$ cat config.mk
export PLATFORM = sky130hd
export DESIGN_NAME = spin_buffer_top
export DESIGN_NICKNAME = d
export VERILOG_FILES = /design/src/spin_pkg.sv /design/src/spin_stream_if.sv /design/src/spin_fifo.sv /design/src/spin_maintainer.sv /design/src/icon_tracker.sv /design/src/spin_buffer_top.sv
export SDC_FILE = /design/constraint.sdc
export NUM_CORES = 1
export LEC_CHECK = 0
export BUFFER_PORTS_ARGS = -buffer_cell sky130_fd_sc_hd__buf_2
export CORE_AREA = 2 2 117 119
export CTS_BUF_LIST = sky130_fd_sc_hd__clkbuf_4 sky130_fd_sc_hd__clkbuf_8 sky130_fd_sc_hd__clkbuf_16
export CTS_CLUSTER_SIZE = 14
export DETAILED_ROUTE_END_ITERATION = 6
export DIE_AREA = 0 0 119 121
export PLACE_DENSITY = 0.74
export SLEW_MARGIN = 25
export SYNTH_ARGS = -nofsm -noshare
export SYNTH_HDL_FRONTEND = slang
export SYNTH_SLANG_ARGS = --single-unit
$ cat constraint.sdc
create_clock -name clk_i -period 2.13 [get_ports clk_i]
set_input_delay 0.213 -clock clk_i [delete_from_list [all_inputs] [get_ports clk_i]]
set_output_delay 0.213 -clock clk_i [all_outputs]
set_load 0.1 [all_outputs]
$ cat src/spin_pkg.sv
package spin_pkg;

    // Width of one spin vector
    localparam int DATASPIN = 32;

    // Number of entries held by the spin FIFO
    localparam int SPIN_DEPTH = 4;

    // Pointer width, at least one bit even for a single entry
    localparam int ADDR_DEPTH = (SPIN_DEPTH > 1) ? $clog2(SPIN_DEPTH) : 1;

    // Width of the programmed iteration count
    localparam int ITER_W = 16;

    // One spin vector as it moves through the buffer
    typedef logic [DATASPIN-1:0] spin_t;

    // Read and write pointer into the FIFO storage
    typedef logic [ADDR_DEPTH-1:0] ptr_t;

    // Occupancy count
    // One extra bit so a full FIFO reads as SPIN_DEPTH
    typedef logic [ADDR_DEPTH:0] usage_t;

    // Iteration counter value
    typedef logic [ITER_W-1:0] iter_t;

    // Last valid pointer before wrap
    localparam ptr_t LAST_PTR = ptr_t'(SPIN_DEPTH - 1);

    // Occupancy at which the FIFO reports full
    localparam usage_t USAGE_FULL = usage_t'(SPIN_DEPTH);

    // All-zero vector stored by a push-none
    localparam spin_t SPIN_ZERO = '0;

endpackage

$ cat src/spin_stream_if.sv
`timescale 1ns/1ps

interface spin_stream_if;
    import spin_pkg::*;

    // Source has a word on data
    logic  valid;

    // Spin vector payload
    spin_t data;

    // Store a zero vector instead of data
    // Only meaningful on the push stream
    logic  none;

    // Sink can take the word this cycle
    logic  ready;

    // Side that offers words
    modport source (
        output valid,
        output data,
        output none,
        input  ready
    );

    // Side that takes words
    modport sink (
        input  valid,
        input  data,
        input  none,
        output ready
    );

endinterface

$ cat src/spin_fifo.sv
`timescale 1ns/1ps

module spin_fifo (
    input  logic             clk_i,
    input  logic             rst_i,
    input  logic             flush_i,
    input  logic             push_i,
    input  logic             push_none_i,
    input  spin_pkg::spin_t  data_i,
    input  logic             pop_i,
    output spin_pkg::spin_t  data_o,
    output logic             full_o,
    output logic             empty_o,
    output spin_pkg::usage_t usage_o
);
    import spin_pkg::*;

    // Storage array
    spin_t  mem [SPIN_DEPTH];

    // Circular pointers
    ptr_t   wr_ptr;
    ptr_t   rd_ptr;

    // Occupancy counter
    usage_t count;

    // Qualified push and pop for this cycle
    logic   do_push;
    logic   do_pop;

    // Word actually written on a push
    spin_t  wr_word;

    // Advance a pointer with wrap at the last entry
    function automatic ptr_t next_ptr(input ptr_t ptr);
        ptr_t nxt;
        if (ptr == LAST_PTR) begin
            nxt = '0;
        end else begin
            nxt = ptr + ptr_t'(1);
        end
        return nxt;
    endfunction

    // Status straight from the counter
    assign full_o  = (count == USAGE_FULL);
    assign empty_o = (count == '0);
    assign usage_o = count;

    // Flush drops any push in the same cycle
    assign do_push = push_i & ~full_o & ~flush_i;
    assign do_pop  = pop_i & ~empty_o & ~flush_i;

    // Push-none replaces the payload with zeros
    assign wr_word = push_none_i ? SPIN_ZERO : data_i;

    // Head of queue
    // Written words show up here one cycle later, no fall-through
    assign data_o = mem[rd_ptr];

    // Payload storage
    always_ff @(posedge clk_i) begin
        if (do_push) begin
            mem[wr_ptr] <= wr_word;
        end
    end

    // Write pointer
    always_ff @(posedge clk_i) begin
        if (rst_i || flush_i) begin
            wr_ptr <= '0;
        end else if (do_push) begin
            wr_ptr <= next_ptr(wr_ptr);
        end
    end

    // Read pointer
    always_ff @(posedge clk_i) begin
        if (rst_i || flush_i) begin
            rd_ptr <= '0;
        end else if (do_pop) begin
            rd_ptr <= next_ptr(rd_ptr);
        end
    end

    // Occupancy
    // Push and pop together leave it unchanged
    always_ff @(posedge clk_i) begin
        if (rst_i || flush_i) begin
            count <= '0;
        end else begin
            case ({do_push, do_pop})
                2'b10: begin
                    count <= count + usage_t'(1);
                end
                2'b01: begin
                    count <= count - usage_t'(1);
                end
                default: begin
                    count <= count;
                end
            endcase
        end
    end

endmodule

$ cat src/spin_maintainer.sv
`timescale 1ns/1ps

module spin_maintainer (
    input  logic             clk_i,
    input  logic             rst_i,
    input  logic             en_i,
    input  logic             flush_i,
    input  logic             cmpt_en_i,
    input  logic             host_readout_i,
    input  logic             icon_finish_i,
    spin_stream_if.sink      push,
    spin_stream_if.source    pop,
    output logic             cmpt_start_o,
    output logic             pop_fire_o,
    output logic             cmpt_busy_o,
    output spin_pkg::usage_t usage_o
);

    // FIFO status
    logic fifo_full;
    logic fifo_empty;

    // Handshake outcomes
    logic fifo_push;
    logic fifo_pop;

    // Completion status conditions
    logic cmpt_stop;
    logic cmpt_busy_q;

    // Spin storage, head word goes straight to the pop stream
    spin_fifo u_spin_fifo (
        .clk_i       (clk_i),
        .rst_i       (rst_i),
        .flush_i     (flush_i),
        .push_i      (fifo_push),
        .push_none_i (push.none),
        .data_i      (push.data),
        .pop_i       (fifo_pop),
        .data_o      (pop.data),
        .full_o      (fifo_full),
        .empty_o     (fifo_empty),
        .usage_o     (usage_o)
    );

    // Push side accepts while enabled and room left
    assign push.ready = ~fifo_full & en_i;
    assign fifo_push  = push.valid & push.ready;

    // Pops open for host readout or a running computation
    // A finished computation closes the gate
    assign pop.valid  = en_i & ~fifo_empty &
                        (host_readout_i | (cmpt_busy_q & ~icon_finish_i));
    assign fifo_pop   = pop.valid & pop.ready;

    // Pop stream never carries a none request
    assign pop.none   = 1'b0;

    // Arm request seen by the tracker
    assign cmpt_start_o = cmpt_en_i & en_i;
    assign pop_fire_o   = fifo_pop;

    // Computation over once finished and refilled
    assign cmpt_stop = icon_finish_i & fifo_full;

    // Completion busy register
    // Clearing wins over arming
    always_ff @(posedge clk_i) begin
        if (rst_i || flush_i || cmpt_stop) begin
            cmpt_busy_q <= 1'b0;
        end else if (cmpt_start_o) begin
            cmpt_busy_q <= 1'b1;
        end
    end

    assign cmpt_busy_o = cmpt_busy_q;

endmodule

$ cat src/icon_tracker.sv
`timescale 1ns/1ps

module icon_tracker (
    input  logic            clk_i,
    input  logic            rst_i,
    input  logic            flush_i,
    input  logic            cmpt_start_i,
    input  logic            pop_fire_i,
    input  logic            busy_i,
    input  spin_pkg::iter_t num_iter_i,
    output logic            icon_finish_o,
    output spin_pkg::iter_t iter_count_o
);
    import spin_pkg::*;

    // Counter state
    iter_t count_q;
    logic  finish_q;

    // Counter step
    iter_t count_next;

    // Pop counted this cycle
    logic  count_en;

    // This pop reaches the programmed count
    logic  hit;

    // Only pops inside an unfinished computation count
    assign count_en   = pop_fire_i & busy_i & ~finish_q;
    assign count_next = count_q + iter_t'(1);
    assign hit        = count_en & (count_next == num_iter_i);

    // Iteration counter
    // Restarts on every new computation
    always_ff @(posedge clk_i) begin
        if (rst_i || flush_i || cmpt_start_i) begin
            count_q <= '0;
        end else if (count_en) begin
            count_q <= count_next;
        end
    end

    // Finish flag
    // Rises the cycle after the last counted pop, then holds
    always_ff @(posedge clk_i) begin
        if (rst_i || flush_i || cmpt_start_i) begin
            finish_q <= 1'b0;
        end else if (hit) begin
            finish_q <= 1'b1;
        end
    end

    assign icon_finish_o = finish_q;
    assign iter_count_o  = count_q;

endmodule

$ cat src/spin_buffer_top.sv
`timescale 1ns/1ps

module spin_buffer_top (
    input  logic             clk_i,
    input  logic             rst_i,
    input  logic             en_i,
    input  logic             flush_i,
    input  logic             cmpt_en_i,
    input  logic             host_readout_i,
    input  spin_pkg::iter_t  num_iter_i,

    // Host push stream
    input  logic             push_valid_i,
    input  spin_pkg::spin_t  push_data_i,
    input  logic             push_none_i,
    output logic             push_ready_o,

    // Core pop stream
    output logic             pop_valid_o,
    output spin_pkg::spin_t  pop_data_o,
    input  logic             pop_ready_i,

    // Status
    output logic             cmpt_busy_o,
    output logic             icon_finish_o,
    output spin_pkg::iter_t  iter_count_o,
    output spin_pkg::usage_t usage_o
);

    // Stream bundles between the pins and the maintainer
    spin_stream_if push_if ();
    spin_stream_if pop_if ();

    // Maintainer to tracker links
    logic cmpt_start;
    logic pop_fire;
    logic icon_finish;

    // Push pins into the bundle
    assign push_if.valid = push_valid_i;
    assign push_if.data  = push_data_i;
    assign push_if.none  = push_none_i;
    assign push_ready_o  = push_if.ready;

    // Pop bundle out to the pins
    assign pop_valid_o  = pop_if.valid;
    assign pop_data_o   = pop_if.data;
    assign pop_if.ready = pop_ready_i;

    // FIFO wrapper with push and pop gating
    spin_maintainer u_spin_maintainer (
        .clk_i          (clk_i),
        .rst_i          (rst_i),
        .en_i           (en_i),
        .flush_i        (flush_i),
        .cmpt_en_i      (cmpt_en_i),
        .host_readout_i (host_readout_i),
        .icon_finish_i  (icon_finish),
        .push           (push_if.sink),
        .pop            (pop_if.source),
        .cmpt_start_o   (cmpt_start),
        .pop_fire_o     (pop_fire),
        .cmpt_busy_o    (cmpt_busy_o),
        .usage_o        (usage_o)
    );

    // Iteration counter for the running computation
    icon_tracker u_icon_tracker (
        .clk_i         (clk_i),
        .rst_i         (rst_i),
        .flush_i       (flush_i),
        .cmpt_start_i  (cmpt_start),
        .pop_fire_i    (pop_fire),
        .busy_i        (cmpt_busy_o),
        .num_iter_i    (num_iter_i),
        .icon_finish_o (icon_finish),
        .iter_count_o  (iter_count_o)
    );

    assign icon_finish_o = icon_finish;

endmodule

## Yosys cells after proc, flatten, opt, wreduce, memory -nomap -nowiden

Memories as Yosys holds them, arrays and structs flattened. A register that Yosys moved wholly into a read port is not among the register bits.
Cells that the tools add are included.

- Flip-flop bits (word level): 25
- Bits in latches: 0
- RAM bits: 128
- ROM bits: 0
- Output and inout port bits: 55
- Memories kept: 1

- Add/sub/neg operators: 5
- Multipliers: 0
- Div/mod/pow operators: 0
- Order comparisons: 0
- Eq/ne operators: 6
- Shift-type cells: 0
- Muxes and demuxes: 8
- Bitwise operators: 20
- Reductions and logical operators: 5

Memory list:

| memory | words | width | read ports | clocked after memory_dff | wr ports | RTL line | RTL |
|---|---|---|---|---|---|---|---|
| u_spin_maintainer.u_spin_fifo.mem | 4 | 32 | 1 | 1 | 1 | spin_fifo.sv:19 | `spin_t mem [SPIN_DEPTH];` |

Operators with widths:

| operator | count |
|---|---|
| two-way mux 32 bit | 1 |
| adder 16 x 1 -> 16 bit (second input constant) | 1 |
| equality test 16 bit | 1 |
| AND 1 bit | 15 |
| two-way mux 2 bit | 4 |
| equality test 2 bit (second input constant) | 3 |
| case mux 3 bit (2 select lines) | 1 |
| adder 2 x 1 -> 2 bit (second input constant) | 2 |
| NOT 1 bit | 4 |
| adder 3 x 1 -> 3 bit (second input constant) | 1 |
| equality test 3 bit (second input constant) | 1 |
| zero test 3 bit | 1 |
| logical OR 1 bit | 3 |
| subtractor 3 x 1 -> 3 bit (second input constant) | 1 |
| equality test 2 x 1 -> 1 bit (second input constant) | 1 |
| two-way mux 1 bit | 2 |
| nonzero test 2 bit | 1 |
| OR 1 bit | 1 |

## Logic depth before layout (Yosys ltp)

- Depth after elaboration: 9
- Mapped depth: 11
- Mapped depth without buffers: 11

## Modules after synthesis

From an unflattened synthesis, not the netlist that was laid out.

- Cell total of the unflattened synthesis: 434
- Area, all modules: 6751.5 um^2

Modules (own cells, without submodules):

| module | times used | cells each | area an instance (um^2) |
|---|---|---|---|
| spin_fifo | 1 | 256 | 5366.4 |
| icon_tracker | 1 | 164 | 1282.5 |
| spin_maintainer | 1 | 14 | 102.6 |

## Least setup slack after synthesis

OpenSTA, ideal clock, no wires.

- Path kind: flip-flop to flip-flop
- Start: reg u_spin_maintainer.u_spin_fifo.count[0], in the netlist u_spin_maintainer.u_spin_fifo.usage_o[0]
- End: mem u_spin_maintainer.u_spin_fifo.mem[3][0] (netlist bit), enable pin
- Setup time: 392 ps
- Arrival time: 4971 ps
- Required time: 1738 ps
- Path slack: -3233 ps
- Cell stages (with the launch flop): 6
- Path buffers: 0
- Clock period less this slack: 5363 ps
- Cell sequence: dfxtp_1 > nor2_1 > a21boi_0 > nand2_1 > nor2_1 > and2_1

- Longest elaborated chain between the ends: 8

RTL lines:

| what | RTL line | RTL |
|---|---|---|
| from (decl) | spin_fifo.sv:26 | `usage_t count;` |
| from (signal assigned) | spin_fifo.sv:95 | `count <= count + usage_t'(1);` |
| from (signal assigned) | spin_fifo.sv:98 | `count <= count - usage_t'(1);` |
| from (signal assigned) | spin_fifo.sv:101 | `count <= count;` |
| equality test 3 bit | spin_fifo.sv:47 | `assign full_o = (count == USAGE_FULL);` |
| NOT 1 bit | spin_maintainer.sv:47 | `assign push.ready = ~fifo_full & en_i;` |
| AND 1 bit | spin_maintainer.sv:47 |  |
| net push_ready_o | spin_buffer_top.sv:16 | `output logic push_ready_o,` |
| AND 1 bit | spin_maintainer.sv:48 | `assign fifo_push = push.valid & push.ready;` |
| AND 1 bit (2 in series) | spin_fifo.sv:52 | `assign do_push = push_i & ~full_o & ~flush_i;` |
| two-way mux 1 bit | spin_fifo.sv:64 | `if (do_push) begin` |
| two-way mux 1 bit (not written as such) | spin_fifo.sv:65 | `mem[wr_ptr] <= wr_word;` |
| to (decl) | spin_fifo.sv:19 |  |

The timed path passes the listed nets, and every way through them passes these cells.

## Worst setup path after layout

- Start: reg u_spin_maintainer.u_spin_fifo.count[1], in the netlist u_spin_maintainer.u_spin_fifo.usage_o[1]
- End: reg u_spin_maintainer.u_spin_fifo.count[2], in the netlist u_spin_maintainer.u_spin_fifo.usage_o[2]

- Longest elaborated chain between the ends: 9
- Elaborated cells between the ends (all ways): 19
- Classes of those cells: 2 x add/sub; 3 x eq/ne; 1 x mux; 11 x bitwise; 2 x reduce/logical

RTL lines:

| what | RTL line | RTL |
|---|---|---|
| zero test 3 bit * | spin_fifo.sv:48 | `assign empty_o = (count == '0);` |
| NOT 1 bit * | spin_fifo.sv:53, spin_maintainer.sv:52 |  |
| AND 1 bit (2 in series) | spin_maintainer.sv:52 | `assign pop.valid = en_i & ~fifo_empty &` |
| AND 1 bit | spin_maintainer.sv:54 | `assign fifo_pop = pop.valid & pop.ready;` |
| AND 1 bit * (2 in series) | spin_fifo.sv:53 | `assign do_pop = pop_i & ~empty_o & ~flush_i;` |
| net u_spin_maintainer.u_spin_fifo.do_pop | spin_fifo.sv:30 | `logic do_pop;` |
| equality test 2 x 1 -> 1 bit / equality test 2 bit (equally long branches) | spin_fifo.sv:93 | `case ({do_push, do_pop})` |
| case mux 3 bit (2 select lines) / nonzero test 2 bit (equally long branches) | - |  |

The timed path passes the listed nets; every way through them passes the cells marked *.
A chain may end at the register's enable or synchronous reset.

==> impl_metrics.py <==
metrics = {
    "sta": {
        "hold_slack_ps": 102,
        "max_freq_ghz": 0.474,
        "fin_worst_skew_ps": 6.43,
        "finalSetupViolations": 0,
        "finalCritPeriodShare_pct": 99.0,
        "finalHoldViolCount": 0,
        "fin_crit_ps": 2110,
        "setup_ws_ps": 20.8,
        "tightestPinTransition_ps": 709,
        "max-slew-margin-rel_pct": 52.7,
        "rsz0062_at_grt": "true",
        "final-max-slew-violation-count": 0,
        "fin_setup_tns_ps": 0,
    },
    "synth": {
        "synth.most_common_cell": "edfxtp_1",
        "synthTopCellsByCount": "edfxtp_1, nor2b_1, mux4_2",
        "synth.distinct_cells": 38,
        "synth_area_per_cell_um2": 15.8,
        "synth_top_area_cell": "edfxtp_1",
        "yosysTopAreaCellShare_pct": 59.4,
        "synthArstFlopShare_pct": 0,
        "yosysSeqAreaShare_pct": 67.7,
        "synth-edff-count": 128,
        "syn_area_um2": 6470,
        "synth_fp_nets": 474,
        "synth_cells": 409,
        "yosys_register_bits": 155,
        "synthTopCellsByArea": "edfxtp_1, mux4_2, dfxtp_1, nor2b_1, xnor2_1",
        "ys_warn_count": 0,
        "synthFlopType": "edfxtp_1",
    },
    "worst_hold_path": {
        "min_to": "u_spin_maintainer.u_spin_fifo.wr_ptr[1]$_SDFFE_PP0P_",
        "hold_path_startpoint": "push_valid_i",
        "hold-path-cell-count": 3,
        "min_path_type": "in -> reg",
    },
    "clock_network": {
        "cts_hold_repair.buffers": 0,
        "clk_path_buf_depth": 2,
        "cts.sinks": 155,
        "cts_max_level": 4,
        "clk_pin_slew_ps": 60,
        "cts-root-buf": "clkbuf_16",
        "cts-buffers-inserted": 17,
        "worst_skew_pair.late_latency_ps": 410,
        "cts_tree": "done",
    },
    "global_route": {
        "grt_usage_pct": 18.9,
        "grt_start_max_net_pins": 33,
        "grt_pass1_vias": 4030,
        "antenna_found_initial": 1,
        "grt_pass1_wl_mm": 20.4,
        "overflow": 0,
    },
    "cells_and_area": {
        "syn_to_final_growth_pct": 29.2,
        "final_cells": 734,
        "final_cell_area_um2": 8360,
        "nNetsFinal": 609,
        "drive_gt1_share_pct": 42.0,
        "fin_util_pct": 63.9,
    },
    "critical_path": {
        "cpPeakStageDelay_ps": 370,
        "critPathSlowestCell": "dfxtp_4",
        "critPathKind": "reg -> reg",
        "cp_cell_sequence": "o31a_1, o21a_4, nand2_4, nor2_4, ha_4, inv_2, fa_2, xor2_1, or3_1, a21oi_2",
        "r2r_start": "u_spin_maintainer.u_spin_fifo.usage_o[1]$_SDFFE_PP0P_",
        "critical_path_required_ps": 2480,
        "r2r_cells": 10,
        "cp_max_fo": 5,
        "arrival_ps": 2450,
        "start_kind": "flip-flop",
        "reg2reg_slack_ps": 20,
        "worstReg2RegEnd": "u_spin_maintainer.u_spin_fifo.usage_o[2]$_SDFFE_PP0P_",
        "worstSetupEndpointType": "flip-flop",
    },
    "die": {
        "core_region_area_um2": 13100,
        "die-area_um2": 14400,
        "io_pins": 112,
        "die_width_um": 119,
        "initial_core_util_pct": 49.5,
        "fp-row-count": 42,
        "die_h_um": 121,
    },
    "placed_design": {
        "dp_hpwl_mm": 8.60,
        "placed_cell_area_um2": 7650,
        "port_buffers": 111,
        "pre_cts_slack_ps": -54.1,
        "dp_cells": 700,
        "gp_congestion": 0.942,
    },
    "pwr": {
        "finalPower_mw": 6.97,
        "cellPowerDensity_nw_per_um2": 833,
        "ir_worst_vdd_v": 0.000494,
        "power.leakage_nw": 2.95,
    },
    "routing": {
        "via_count": 3861,
        "first_pass_iters": 6,
        "drc": 0,
        "drtIter0Drc": 221,
        "via_per_inst": 5.26,
        "drt-total-wl_mm": 12.9,
        "wl_per_cell_um": 17.5,
        "ant_nets": 0,
    },
    "status": {
        "status": "finished clean",
    },
    "job": {
        "drv_cap": 0,
    },
}
## report_power, final
group,switching (mW),internal (mW)
sequential,0.00767,3.30
clock,1.12,2.09
combinational,0.302,0.148
## worst max-delay path: cells and delay by family (launching register included)
family,cells,cell delay (ps)
buffers and inverters,1,40
AO/OA/AOI/OAI,3,460
adder cells (fa/ha/maj),2,490
XOR/XNOR,1,150
flip-flops,1,370
AND/OR/NAND/NOR,3,530
## layout make-up
type | instances | area, um^2
fillers | 960 | 4720
repair buffers | 134 | 986
diodes | 1 | 2.50
multi-input cells | 225 | 2050
flip-flops and latches | 155 | 4430
clock buffers | 19 | 440
inverters | 11 | 41.3
clock inverters | 13 | 196
well taps | 176 | 220
## repair_timing
item                       CTS  global route
resized for setup            8            18
hold endpoints to repair     0             0
pin swaps                    0             3
setup endpoints to repair   20             9
setup buffers                0             1
## registers in the layout (all words and copies together) (netlist names), named ones only
register and count:
u_spin_maintainer.u_spin_fifo.wr_ptr 2, u_icon_tracker.icon_finish_o 1, u_spin_maintainer.cmpt_busy_o 1, u_spin_maintainer.u_spin_fifo.rd_ptr 2
u_icon_tracker.iter_count_o 16, u_spin_maintainer.u_spin_fifo.usage_o 3, u_spin_maintainer.u_spin_fifo.mem 128
## metal layers
metal / share of wire (%) / vias to the layer above / wire length [um] / track usage, %
met2: 53 / 129 / 6840 / 33.4
met1: 40 / 1915 / 5110 / 21.9
li1: - / 1804 / - / -
met5: 0 / - / 0 / 0
met4: 1.1 / 0 / 135 / 7.14
met3: 5.9 / 13 / 763 / 5.26
## how the worst max path moves through the flow
stage,startpoint,to,slack [ps],cells after the start
2_1_floorplan,u_spin_maintainer.cmpt_busy_o$_SDFFE_PP0P_,u_spin_maintainer.u_spin_fifo.usage_o[2]$_SDFFE_PP0P_,-460,10
3_5_place_dp,u_spin_maintainer.cmpt_busy_o$_SDFFE_PP0P_,u_spin_maintainer.u_spin_fifo.usage_o[2]$_SDFFE_PP0P_,-50,10
6_report,u_spin_maintainer.u_spin_fifo.usage_o[1]$_SDFFE_PP0P_,u_spin_maintainer.u_spin_fifo.usage_o[2]$_SDFFE_PP0P_,20,10
3_3_place_gp,u_spin_maintainer.cmpt_busy_o$_SDFFE_PP0P_,u_spin_maintainer.u_spin_fifo.usage_o[2]$_SDFFE_PP0P_,20,10
4_1_cts,u_spin_maintainer.u_spin_fifo.usage_o[1]$_SDFFE_PP0P_,u_spin_maintainer.u_spin_fifo.usage_o[2]$_SDFFE_PP0P_,2,10
5_1_grt,u_spin_maintainer.u_spin_fifo.usage_o[1]$_SDFFE_PP0P_,u_spin_maintainer.u_spin_fifo.usage_o[2]$_SDFFE_PP0P_,-60,10
## cells by family after synthesis
logic type | Yosys count | share of synthesized area [%]
DFF | 155 | 67.7
and+or+nand+nor | 118 | 9.38
xor gates and xnor gates | 41 | 5.55
muxes | 32 | 11.1
buffers and inverters | 29 | 1.91
AOI/OAI and AO/OA | 25 | 2.47
adders and majority gates | 9 | 1.82
## placed cells by master, fill, tap and decap left out, types with 2 or more instances in the layout
master       n
dfxtp_1      7
xnor2_1     22
buf_2       88
and3_1       2
dfxtp_2     12
nor3b_1      2
ha_1         6
a21oi_1      8
inv_6        2
nand2_4      2
bufinv_16    5
dfxtp_4      8
buf_4       27
or2_1        2
or2_2        2
clkinv_2     2
xor2_1      19
nor2_1      27
mux4_2      32
nand4_1      5
clkbuf_16   17
nor4_1       2
o221ai_1     2
nor3_1       6
o21ai_0      4
or3_1        2
clkbuf_4     5
nor2b_1     33
and2_2       4
edfxtp_1   128
nand3_1     10
buf_12      16
nor2_4       3
clkinv_1     3
inv_1        9
nand2_1     14
inv_2        2
No activity file was read; power rests on OpenSTA's default activity.
